===== src/source/sine_rows.mem =====
// Columns: base[45:34] unused[33:32] corr7 corr6 corr5 corr4 corr3 corr2 corr1 corr0
1000010110100000000010010001101000101011001110
0110001000000000000010010001101000101011001110
0100111110000000000010010001101000101011001110
0100001110000000000010010001101000101011001110
0011101010000000000010010001101000101011001110
0011001111000000000010010001101000101011001110
0010111001000000000010010001101000101011001110
0010100110000000000010010001101000101011001110
0010010110000000000001001000110100010101100111
0010001000000000000001001000110100010101100111
0001111100000000000001001000110100010101100111
0001110001000000000001001000110100010101100111
0001100111000000000001001000110100010101100111
0001011110000000000001001000110100010101100111
0001010110000000000001001000110100010101100111
0001001111000000000001001000110100010101100111
0001001000000000000001001000110100010101100111
0001000010000000000001001000110100010101100111
0000111100000000000001001000110100010101100111
0000110111000000000001001000110100010101100111
0000110010000000000001001000110100010101100111
0000101101000000000001001000110100010101100111
0000101001000000000001001000110100010101100111
0000100101000000000001001000110100010101100111
0000100001000000000001001000110100010101100111
0000011101000000000001001000110100010101100111
0000011001000000000001001000110100010101100111
0000010110000000000001001000110100010101100111
0000010010000000000001001000110100010101100111
0000001111000000000001001000110100010101100111
0000001100000000000001001000110100010101100111
0000001001000000000001001000110100010101100111

===== src/source/fm_tone_pkg.sv =====
package fm_tone_pkg;

	// Datapath widths
	localparam int phase_w = 20; // Phase accumulator
	localparam int step_w = 20; // Phase step added per enabled clock
	localparam int atten_w = 7; // Attenuation register, in steps of 16 log units
	localparam int atten_shift = 4; // Attenuation is scaled by 16 before the add
	localparam int logsin_w = 12; // Log-sine value out of the decode stage
	localparam int sample_w = 14; // Signed output sample

	// Sine lookup geometry
	localparam int rom_addr_w = 5; // 32 rows
	localparam int rom_sel_w = 3; // Eight correction fields per row
	localparam int quarter_w = rom_addr_w + rom_sel_w; // Index within one quarter wave
	localparam int phase_top_w = quarter_w + 2; // Adds the mirror and sign bits
	localparam int rom_row_w = 46;
	localparam int rom_depth = 32;
	localparam int corr_w = 4; // One correction field
	localparam string rom_file = "/design/src/source/sine_rows.mem";

	// Log to linear conversion
	localparam int mant_w = 8; // Fraction part of the total attenuation
	localparam int lin_w = 12; // Linear magnitude before the exponent shift

	// APB register map
	localparam int apb_addr_w = 4;
	localparam int apb_data_w = 32;
	localparam logic [apb_addr_w-1:0] addr_ctrl = 4'h0; // Bit 0 is enable
	localparam logic [apb_addr_w-1:0] addr_step = 4'h4;
	localparam logic [apb_addr_w-1:0] addr_atten = 4'h8;
	localparam logic [apb_addr_w-1:0] addr_phase = 4'hC; // Read only

	typedef struct packed {
		logic enable;
		logic [step_w-1:0] step;
		logic [atten_w-1:0] atten;
	} tone_cfg_t;

	typedef struct packed {
		logic [rom_addr_w-1:0] addr;
		logic [rom_sel_w-1:0] sel; // Picks the correction field inside the row
		logic sign; // Second half of the wave
		logic valid;
	} rom_req_t;

	typedef struct packed {
		logic [logsin_w-1:0] value;
		logic sign;
		logic valid;
	} logsin_t;

	typedef struct packed {
		logic signed [sample_w-1:0] value;
		logic valid;
	} sample_t;

endpackage


===== src/source/apb_tone_regs.sv =====
module apb_tone_regs (
	input logic clk,
	input logic rst_n,
	input logic psel,
	input logic penable,
	input logic pwrite,
	input logic [fm_tone_pkg::apb_addr_w-1:0] paddr,
	input logic [fm_tone_pkg::apb_data_w-1:0] pwdata,
	input logic [fm_tone_pkg::phase_top_w-1:0] phase_now,
	output logic [fm_tone_pkg::apb_data_w-1:0] prdata,
	output logic pslverr,
	output fm_tone_pkg::tone_cfg_t cfg,
	output logic restart
);
	import fm_tone_pkg::*;

	logic access; // Second cycle of a transfer, where it completes
	logic addr_hit; // Address is one of the four mapped registers
	logic wr_en; // Legal write, committed on the closing edge of the access

	// No wait states, so every transfer ends in its access cycle
	assign access = psel & penable;

	always_comb
	begin
		case (paddr)
			addr_ctrl, addr_step, addr_atten, addr_phase: addr_hit = 1'b1;
			default: addr_hit = 1'b0;
		endcase
	end

	// Unmapped addresses fail, and so does any write to the phase readback
	assign pslverr = access & (~addr_hit | (pwrite & (paddr == addr_phase)));
	assign wr_en = access & pwrite & ~pslverr;

	// Only an enable going from 0 to 1 restarts the tone
	// The accumulator clears on the same edge that stores the new enable
	assign restart = wr_en & (paddr == addr_ctrl) & pwdata[0] & ~cfg.enable;

	always_ff @(posedge clk or negedge rst_n)
	begin
		if (!rst_n)
		begin
			cfg <= '0; // Tone disabled, zero step, no attenuation
		end
		else if (wr_en)
		begin
			case (paddr)
				addr_ctrl: cfg.enable <= pwdata[0];
				addr_step: cfg.step <= pwdata[step_w-1:0];
				addr_atten: cfg.atten <= pwdata[atten_w-1:0];
				default: cfg <= cfg; // Error cases never get here
			endcase
		end
	end

	// Read data is combinational and only meaningful in the access cycle
	always_comb
	begin
		prdata = '0;
		if (access & ~pwrite)
		begin
			case (paddr)
				addr_ctrl: prdata[0] = cfg.enable;
				addr_step: prdata[step_w-1:0] = cfg.step;
				addr_atten: prdata[atten_w-1:0] = cfg.atten;
				addr_phase: prdata[phase_top_w-1:0] = phase_now; // Live upper phase bits
				default: prdata = '0;
			endcase
		end
	end

endmodule


===== src/source/phase_accum.sv =====
module phase_accum (
	input logic clk,
	input logic rst_n,
	input fm_tone_pkg::tone_cfg_t cfg,
	input logic restart,
	output fm_tone_pkg::rom_req_t req,
	output logic [fm_tone_pkg::phase_top_w-1:0] phase_now
);
	import fm_tone_pkg::*;

	logic [phase_w-1:0] phase; // Current phase, the value being issued this cycle
	logic [phase_top_w-1:0] p; // Upper bits that address the sine
	logic [quarter_w-1:0] q; // Position inside the quarter wave after mirroring

	// Restart only ever comes while enable is still low
	always_ff @(posedge clk or negedge rst_n)
	begin
		if (!rst_n)
		begin
			phase <= '0;
		end
		else if (restart)
		begin
			phase <= '0;
		end
		else if (cfg.enable)
		begin
			phase <= phase + cfg.step; // Wraps naturally at full scale
		end
	end

	assign p = phase[phase_w-1 -: phase_top_w];
	assign phase_now = p;

	// The second and fourth quarters run the table backwards
	always_comb
	begin
		if (p[quarter_w])
		begin
			q = ~p[quarter_w-1:0];
		end
		else
		begin
			q = p[quarter_w-1:0];
		end
	end

	always_comb
	begin
		req.addr = q[quarter_w-1:rom_sel_w]; // Row of the table
		req.sel = q[rom_sel_w-1:0]; // Correction field within the row
		req.sign = p[phase_top_w-1]; // Upper half of the period is negative
		req.valid = cfg.enable; // Every enabled cycle issues one phase
	end

endmodule


===== src/source/phase_rom.sv =====
module phase_rom (
	input logic clk,
	input logic [fm_tone_pkg::rom_addr_w-1:0] addr,
	output logic [fm_tone_pkg::rom_row_w-1:0] row
);
	import fm_tone_pkg::*;

	// Compressed quarter-wave log-sine table
	// Each row is a 12-bit base followed by eight 4-bit corrections
	logic [rom_row_w-1:0] rows [rom_depth];

	initial
	begin
		$readmemb(rom_file, rows); // Binary rows, row 0 first
	end

	// Registered read gives the one cycle lookup latency
	always_ff @(posedge clk)
	begin
		row <= rows[addr];
	end

endmodule


===== src/source/logsin_expand.sv =====
module logsin_expand (
	input logic clk,
	input logic rst_n,
	input fm_tone_pkg::rom_req_t req,
	input logic [fm_tone_pkg::rom_row_w-1:0] row,
	output fm_tone_pkg::logsin_t logsin
);
	import fm_tone_pkg::*;

	logic [rom_sel_w-1:0] sel_d; // Field select, aligned with the ROM output
	logic sign_d; // Sign riding along with the lookup
	logic valid_d; // Request valid, aligned with the ROM output
	logic [logsin_w-1:0] base; // Coarse log-sine for the whole row
	logic [corr_w-1:0] corr; // Fine correction picked by the low phase bits
	logic [logsin_w-1:0] sum;

	// The ROM holds its address for one cycle, so the side fields wait as well
	always_ff @(posedge clk or negedge rst_n)
	begin
		if (!rst_n)
		begin
			sel_d <= '0;
			sign_d <= 1'b0;
			valid_d <= 1'b0;
		end
		else
		begin
			sel_d <= req.sel;
			sign_d <= req.sign;
			valid_d <= req.valid;
		end
	end

	// Base sits in the top twelve bits, that is bits 45:34
	assign base = row[rom_row_w-1 -: logsin_w];

	// Field k occupies bits 4k+3 down to 4k
	// Bits 33:32 of the row carry nothing for this decode
	assign corr = row[corr_w*sel_d +: corr_w];

	assign sum = base + {{(logsin_w-corr_w){1'b0}}, corr};

	always_ff @(posedge clk or negedge rst_n)
	begin
		if (!rst_n)
		begin
			logsin <= '0;
		end
		else
		begin
			logsin.value <= sum;
			logsin.sign <= sign_d;
			logsin.valid <= valid_d; // Second stage after issue
		end
	end

endmodule


===== src/source/tone_output.sv =====
module tone_output (
	input logic clk,
	input logic rst_n,
	input fm_tone_pkg::tone_cfg_t cfg,
	input fm_tone_pkg::logsin_t logsin,
	output fm_tone_pkg::sample_t sample
);
	import fm_tone_pkg::*;

	logic [atten_w-1:0] atten_d1; // Attenuation seen at issue time, one cycle on
	logic [atten_w-1:0] atten_d2; // Now lined up with the log-sine stage
	logic [logsin_w:0] t_sum; // One spare bit to catch overflow
	logic [logsin_w-1:0] t; // Total attenuation after saturation
	logic [lin_w-1:0] lin; // Linear mantissa from the fraction bits
	logic [lin_w-1:0] mag; // Mantissa scaled by the exponent
	logic signed [sample_w-1:0] mag_ext;
	logic signed [sample_w-1:0] value;

	// Two stages of delay keep a mid-stream write off samples already in flight
	always_ff @(posedge clk or negedge rst_n)
	begin
		if (!rst_n)
		begin
			atten_d1 <= '0;
			atten_d2 <= '0;
		end
		else
		begin
			atten_d1 <= cfg.atten;
			atten_d2 <= atten_d1;
		end
	end

	// Attenuation counts in units of 16 on the log scale
	assign t_sum = {1'b0, logsin.value}
		+ {{(logsin_w+1-atten_w-atten_shift){1'b0}}, atten_d2, {atten_shift{1'b0}}};
	assign t = t_sum[logsin_w] ? '1 : t_sum[logsin_w-1:0]; // Clamp at 4095

	// Shift approximation of 2048 * 2^(-t/256)
	assign lin = {1'b1, {(lin_w-1){1'b0}}}
		- {1'b0, t[mant_w-1:0], {(lin_w-1-mant_w){1'b0}}};
	assign mag = lin >> t[logsin_w-1:mant_w]; // Integer part of t is the exponent

	assign mag_ext = {{(sample_w-lin_w){1'b0}}, mag};
	assign value = logsin.sign ? -mag_ext : mag_ext;

	always_ff @(posedge clk or negedge rst_n)
	begin
		if (!rst_n)
		begin
			sample <= '0;
		end
		else
		begin
			sample.value <= value;
			sample.valid <= logsin.valid; // Three cycles after its phase
		end
	end

endmodule


===== src/source/fm_tone.sv =====
module fm_tone (
	input logic clk,
	input logic rst_n,
	input logic psel,
	input logic penable,
	input logic pwrite,
	input logic [fm_tone_pkg::apb_addr_w-1:0] paddr,
	input logic [fm_tone_pkg::apb_data_w-1:0] pwdata,
	output logic [fm_tone_pkg::apb_data_w-1:0] prdata,
	output logic pslverr,
	output fm_tone_pkg::sample_t sample
);
	import fm_tone_pkg::*;

	tone_cfg_t cfg; // Enable, step and attenuation from the register file
	logic restart; // Single cycle pulse on an enable write from 0 to 1
	logic [phase_top_w-1:0] phase_now; // Readback of the running phase
	rom_req_t req; // Issued phase, split for the table lookup
	logic [rom_row_w-1:0] row;
	logsin_t logsin;

	apb_tone_regs regs_i (
		.clk(clk),
		.rst_n(rst_n),
		.psel(psel),
		.penable(penable),
		.pwrite(pwrite),
		.paddr(paddr),
		.pwdata(pwdata),
		.phase_now(phase_now),
		.prdata(prdata),
		.pslverr(pslverr),
		.cfg(cfg),
		.restart(restart)
	);

	phase_accum accum_i (.clk(clk), .rst_n(rst_n), .cfg(cfg), .restart(restart),
		.req(req), .phase_now(phase_now));

	phase_rom rom_i (.clk(clk), .addr(req.addr), .row(row));

	logsin_expand expand_i (.clk(clk), .rst_n(rst_n), .req(req), .row(row), .logsin(logsin));

	// Output stage picks the attenuation straight from the registers and delays it itself
	tone_output out_i (.clk(clk), .rst_n(rst_n), .cfg(cfg), .logsin(logsin), .sample(sample));

endmodule


===== config.mk =====
export PLATFORM = sky130hd
export DESIGN_NAME = fm_tone
export DESIGN_NICKNAME = d
export VERILOG_FILES = /design/src/source/fm_tone_pkg.sv /design/src/source/apb_tone_regs.sv /design/src/source/phase_accum.sv /design/src/source/phase_rom.sv /design/src/source/logsin_expand.sv /design/src/source/tone_output.sv /design/src/source/fm_tone.sv
export SDC_FILE = /design/constraint.sdc
export NUM_CORES = 1
export LEC_CHECK = 0
export ABC_AREA = 1
export BUFFER_PORTS_ARGS = -buffer_cell sky130_fd_sc_hd__buf_4
export CAP_MARGIN = 10
export CORE_AREA = 2 2 103 145
export CTS_CLUSTER_DIAMETER = 40
export CTS_CLUSTER_SIZE = 40
export DETAILED_ROUTE_END_ITERATION = 12
export DIE_AREA = 0 0 105 147
export PLACE_DENSITY = 0.59
export SLEW_MARGIN = 20
export SYNTH_ARGS = -nofsm -noshare
export SYNTH_HDL_FRONTEND = slang
export SYNTH_SLANG_ARGS = --single-unit

===== constraint.sdc =====
create_clock -name clk -period 2.3 [get_ports clk]
set_clock_uncertainty 0.15 [all_clocks]
set_input_delay 0.23 -clock clk [delete_from_list [all_inputs] [get_ports clk]]
set_output_delay 0.23 -clock clk [all_outputs]
set_load 0.05 [all_outputs]

; Word level (Yosys, flattened, before mapping)
; Cells that the tools add are included.
[op_classes]
addsub = 5
n_eq_ne = 3
shift = 2
muxes = 11
bitwise = 15
n_reduce_logical = 6
[op_table]
columns = operator, count
row1 = $mux 20, 3
row2 = $shiftx 46x6->4, 1
row3 = $add 20x20->20, 1
row4 = $pmux 6 s3, 1
row5 = $mux 14, 1
row6 = $neg 12->14, 1
row7 = $add 12x11->13, 1
row8 = $add 12x4->12, 1
row9 = $mux 12, 1
row10 = $shr 12x4->12, 1
row11 = $sub 12x11->12 const A, 1
row12 = $mux 10, 1
row13 = $and 1x1->1, 9
row14 = $eq 4x4->1 const B, 2
row15 = $mux 8, 1
row16 = $not 8->8, 1
row17 = $pmux 3 s2, 1
row18 = $reduce_and 2->1, 3
row19 = $eq 4x3->1 const B, 1
row20 = $logic_not 4->1, 1
row21 = $not 1->1, 4
row22 = $pmux 1 s4, 1
row23 = $reduce_or 4->1, 1
row24 = $reduce_bool 2->1, 1
row25 = other kinds (2), 2
[word_totals]
register_bits = 142
in_bits = 41
out_inout_bits = 48
elab_cells = 57

; Depth between registers and ports, before layout
[logic_depth]
ltp_word = 12
ltp_mapped = 16
depth_no_buf = 16

; By module
; A second synthesis with hierarchy kept.
[unflattened]
hier_cells = 1098
hier_area_um2 = 7572.3
[by_module_without_submodules]
columns = mod, n_inst, cells_each, area_per_inst_um2, seq_area_each_um2
row1 = tone_output, 1, 319, 2222.1, 725.7
row2 = phase_accum, 1, 324, 2100.8, 500.5
row3 = apb_tone_regs, 1, 238, 1662.8, 700.7
row4 = logsin_expand, 1, 170, 1237.4, 475.5
row5 = phase_rom, 1, 47, 349.1, 0.0

; Worst setup path before layout
; OpenSTA, ideal clock, no wires.
[synth_path]
kind = input port to output port
start = in paddr[1] (netlist bit)
end = out prdata[10] (netlist bit)
t_arrival_ps = 1964
required_ps = 1920
path_slack_ps = -44
stages = 7
n_path_buf = 2
cell_sequence = nor2_2 inv_2 nor3_1 buf_2 buf_2 nand2_1 nor2_1
[synth_via]
elab_chain_cells = 3
[synth_lines]
columns = element, line
row1 = start: declaration, fm_tone.sv:7  ; input logic [fm_tone_pkg::apb_addr_w-1:0] paddr,
row2 = $eq 4x3->1, apb_tone_regs.sv:63  ; case (paddr)
row3 = $mux 10, apb_tone_regs.sv:63
row4 = $mux 20, apb_tone_regs.sv:61  ; if (access & ~pwrite)
row5 = end: declaration, fm_tone.sv:9  ; output logic [fm_tone_pkg::apb_data_w-1:0] prdata,
; Every way passes these cells.

; Final worst setup path
[layout_path]
start = reg, netlist name regs_i.cfg[22]
end = reg accum_i.phase[17]
[layout_via]
elab_chain_cells = 3
[layout_lines]
columns = element, line
row1 = $add 20x20->20, phase_accum.sv:28  ; phase <= phase + cfg.step;
row2 = $mux 20, phase_accum.sv:26  ; else if (cfg.enable)
row3 = $mux 20, phase_accum.sv:22  ; else if (restart)
row4 = end signal: assignment, phase_accum.sv:28
row5 = end: declaration, phase_accum.sv:11  ; logic [phase_w-1:0] phase;
; Every way passes these cells. The select of a mux whose other input is x is not followed.
; A chain may end at the register's enable or synchronous reset.

==> metrics.md <==
| Metric | Value |
|---|---|
| Unrepaired setup endpoints after global routing | `yes` |
| Slew headroom | `59.2%` |
| Top_reg_cell synth | `dfrtp_1` |
| Least-Margin Pin Slew | `612 ps` |
| Post-synth top area cell | `dfrtp_1` |
| Final Hold Viols | `0` |
| Pin count of the biggest net entering global routing | `45` |
| Final setup margin | `163 ps` |
| Register area share after synthesis | `41.7%` |
| Initial antenna violation count | `0` |
| Yosys cell types | `42` |
| Switching power | `2.59 mW` |
| Most Frequent Cell on Critical Path | `nand2_1` |
| WL/cell | `14.6 um` |
| Post-placement cell area | `5660 um2` |
| Place WS | `-34.2 ps` |
| Remaining antenna violation count | `0` |
| CP Data Arrival Time | `2210 ps` |
| Ports | `89` |
| Synth-to-Final Area Change | `28.6%` |
| Worst Setup End Kind | `register` |
| Initial DRC count | `266` |
| #FFs+latches synth | `81` |
| Fin area | `6250 um2` |
| Clock Sinks | `81` |
| Core box area | `14200 um2` |
| Final Cycle Share | `92.9%` |
| CTS clk-pin slew, worst paths | `60 ps` |
| Most common cell after layout, fill and taps aside | `nand2_1` |
| H-Tree Depth | `3` |
| Worst-skew pair later-pin latency | `340 ps` |
| Vias | `4588` |
| Vias per inst | `4.91` |
| Initial core utilization | `34.3%` |
| Peak Freq | `0.468 GHz` |
| Layout cell share with drive strength beyond 1 | `21.6%` |
| Total gr overflow | `0` |
| Internal power | `3.78 mW` |
| Die area | `15400 um2` |
| Clock power share | `26.0%` |
| Synth warn | `0` |
| CTS Buf Count | `9` |
| Sequential power share | `32.8%` |
| WL final | `13.6 mm` |
| CP required | `2380 ps` |
| Most frequent cells in the layout | `nand2_1, buf_4, dfrtp_1, inv_1, nand3_1` |
| Final core occ | `44.1%` |
| Worst path slowest cell | `ha_1` |
| Critical path peak fanout | `6` |
| Row cnt | `52` |
| Tmin final | `2140 ps` |
| Number of synthesized flops with an enable pin | `0` |
| Cells after Synth | `641` |
| Syn avg cell area | `7.59 um2` |
| Nets | `803` |
| Final hold slack | `30.6 ps` |
| Max-Cap Viols | `0` |
| Switch share | `40.7%` |
| CTS root buf | `clkbuf_16` |
| TritonRoute pass-1 iters | `7` |
| CP startpoint kind | `register` |
| Post-synthesis cell area | `4860 um2` |
| Die W | `105 um` |
| CP peak stage delay | `430 ps` |
| CTS tree | `yes` |
| Leakage | `3.27 nW` |
| Die Y | `147 um` |
| Critical path class | `reg -> reg` |
| Area contributors post-synth | `dfrtp_1, nand2_1, nand3_1` |
| Maximum VDD drop | `0.000479 V` |
| Slew Limit Fails | `0` |
| Routability cong. | `0.894` |
| Hold Crit Class | `in -> reg` |
| Synth top area share | `41.7%` |
| Total track usage | `17.9%` |
| CP Cell Sequence | `ha_1, nand2_1, nor4_2, nand3_1, nand3_1, nand2_1, nand2_1, o21ai_2` |
| Number of global-route vias before repair | `4475` |
| Gate power share | `41.2%` |
| Async set-reset flop share out of synthesis | `100%` |
| First-pass GRT wire length | `21.5 mm` |
| Clock Path Buffers | `2` |
| # diodes | `0` |
| Overall Power | `6.37 mW` |
| Status | `finished, final reports clean` |
| DRC viols | `0` |
| Number of I/O port buffers | `64` |
| Setup violators final | `0` |
| PwrDens | `1020 nW/um2` |
| Dpl hpwl | `10.2 mm` |
-- kinds of logic (layout without fill, tap and decap cells) --
| logic type | after synthesis | in the layout | share of synthesized area, % |
|---|---|---|---|
| and+or+nand+nor | 336 | 336 | 28.8 |
| AOI/OAI and AO/OA | 94 | 94 | 10.5 |
| buffers and inverters | 89 | 182 | 8.75 |
| DFF | 81 | 81 | 41.7 |
| adders and majority gates | 22 | 22 | 5.81 |
| muxes | 13 | 13 | 3.47 |
| xor gates and xnor gates | 5 | 5 | 0.900 |
| other | 1 | 12 | 0.0771 |
-- final cells by class --
type                    instances  area, um2
well taps                     189        236
fillers                      1456       7930
inverters                      62        235
clock buffers                  10        229
clock inverters                 6        115
flip-flops and latches         81       2030
multi-input cells             482       2580
repair buffers                104        828
-- registers in the layout (all words and copies together) (netlist names) --
name              flops
out_i.atten_d2        7
expand_i.logsin       2
expand_i.valid_d      1
accum_i.phase        20
expand_i.sign_d       1
out_i.sample         15
regs_i.cfg           28
out_i.atten_d1        7
-- final timing paths --
kind                              startpoint           endpoint  slack [ps]  cells past startpoint
hold / removal                     pwdata[1]      regs_i.cfg[1]          30                      3
setup / recovery              regs_i.cfg[22]  accum_i.phase[17]         160                      8
setup reg to reg              regs_i.cfg[22]  accum_i.phase[17]         160                      8
min in group asynchronous              rst_n  accum_i.phase[18]         260                      2
max in group asynchronous              rst_n   accum_i.phase[4]        1100                      3
hold reg to reg            out_i.atten_d1[0]  out_i.atten_d2[0]         200                      0
-- worst max-delay path, delay by kind of cell, from the launching register on --
kind | cells | cell delay (ps)
and+or+nand+nor | 6 | 960
adders and majority gates | 1 | 430
AOI/OAI and AO/OA | 1 | 50
DFF | 1 | 420
-- power by group through the flow --
stage,registers [mW],logic (mW),clock network [mW]
6_report,2.09,2.62,1.66
5_1_grt,2.14,2.91,1.77
4_1_cts,2.07,2.51,1.69
3_5_place_dp,2.09,2.48,0
3_3_place_gp,2.08,2.43,0
2_1_floorplan,2.27,1.54,0
-- layer usage --
| layer | GRT usage (%) | up-vias | share of wire, % | wire [um] |
|---|---|---|---|---|
| met2 | 33.7 | 129 | 54 | 7390 |
| met1 | 18.9 | 2168 | 38 | 5210 |
| met4 | 8.20 | 0 | 3.8 | 513 |
| met3 | 3.46 | 33 | 3.7 | 505 |
| met5 | 0 | - | 0 | 0 |
| li1 | - | 2258 | - | - |
-- per-stage QoR --
stage / TNS (ps) / instances
2_1_floorplan: -126 / 652
3_3_place_gp: 0 / 903
3_5_place_dp: -34.2 / 903
4_1_cts: 0 / 933
5_1_grt: -7.03 / 934
6_report: 0 / 934
-- Yosys cell counts, types with 2 or more instances --
cell type  number
a21o_1          4
buf_4          15
inv_1          59
nor2_2          2
nand3_1        58
nand2_1       204
ha_1           21
o21ai_0        50
nand4_1         6
buf_2           4
clkbuf_1        5
mux2_4          6
mux2_2          7
dfrtp_1        81
a21oi_1        29
nand2_2         2
xor2_1          4
nor2_1         55
o211ai_1        4
nor3_1          3
-- what timing repair did --
item,in CTS,in global routing
endpoints found under the hold margin,50,0
gates resized for setup,1,27
pin swaps,0,4
setup endpoints to repair,3,18
hold buffers,14,0
buffers inserted,0,1
Note: power is estimated with default switching activity, not from simulation.
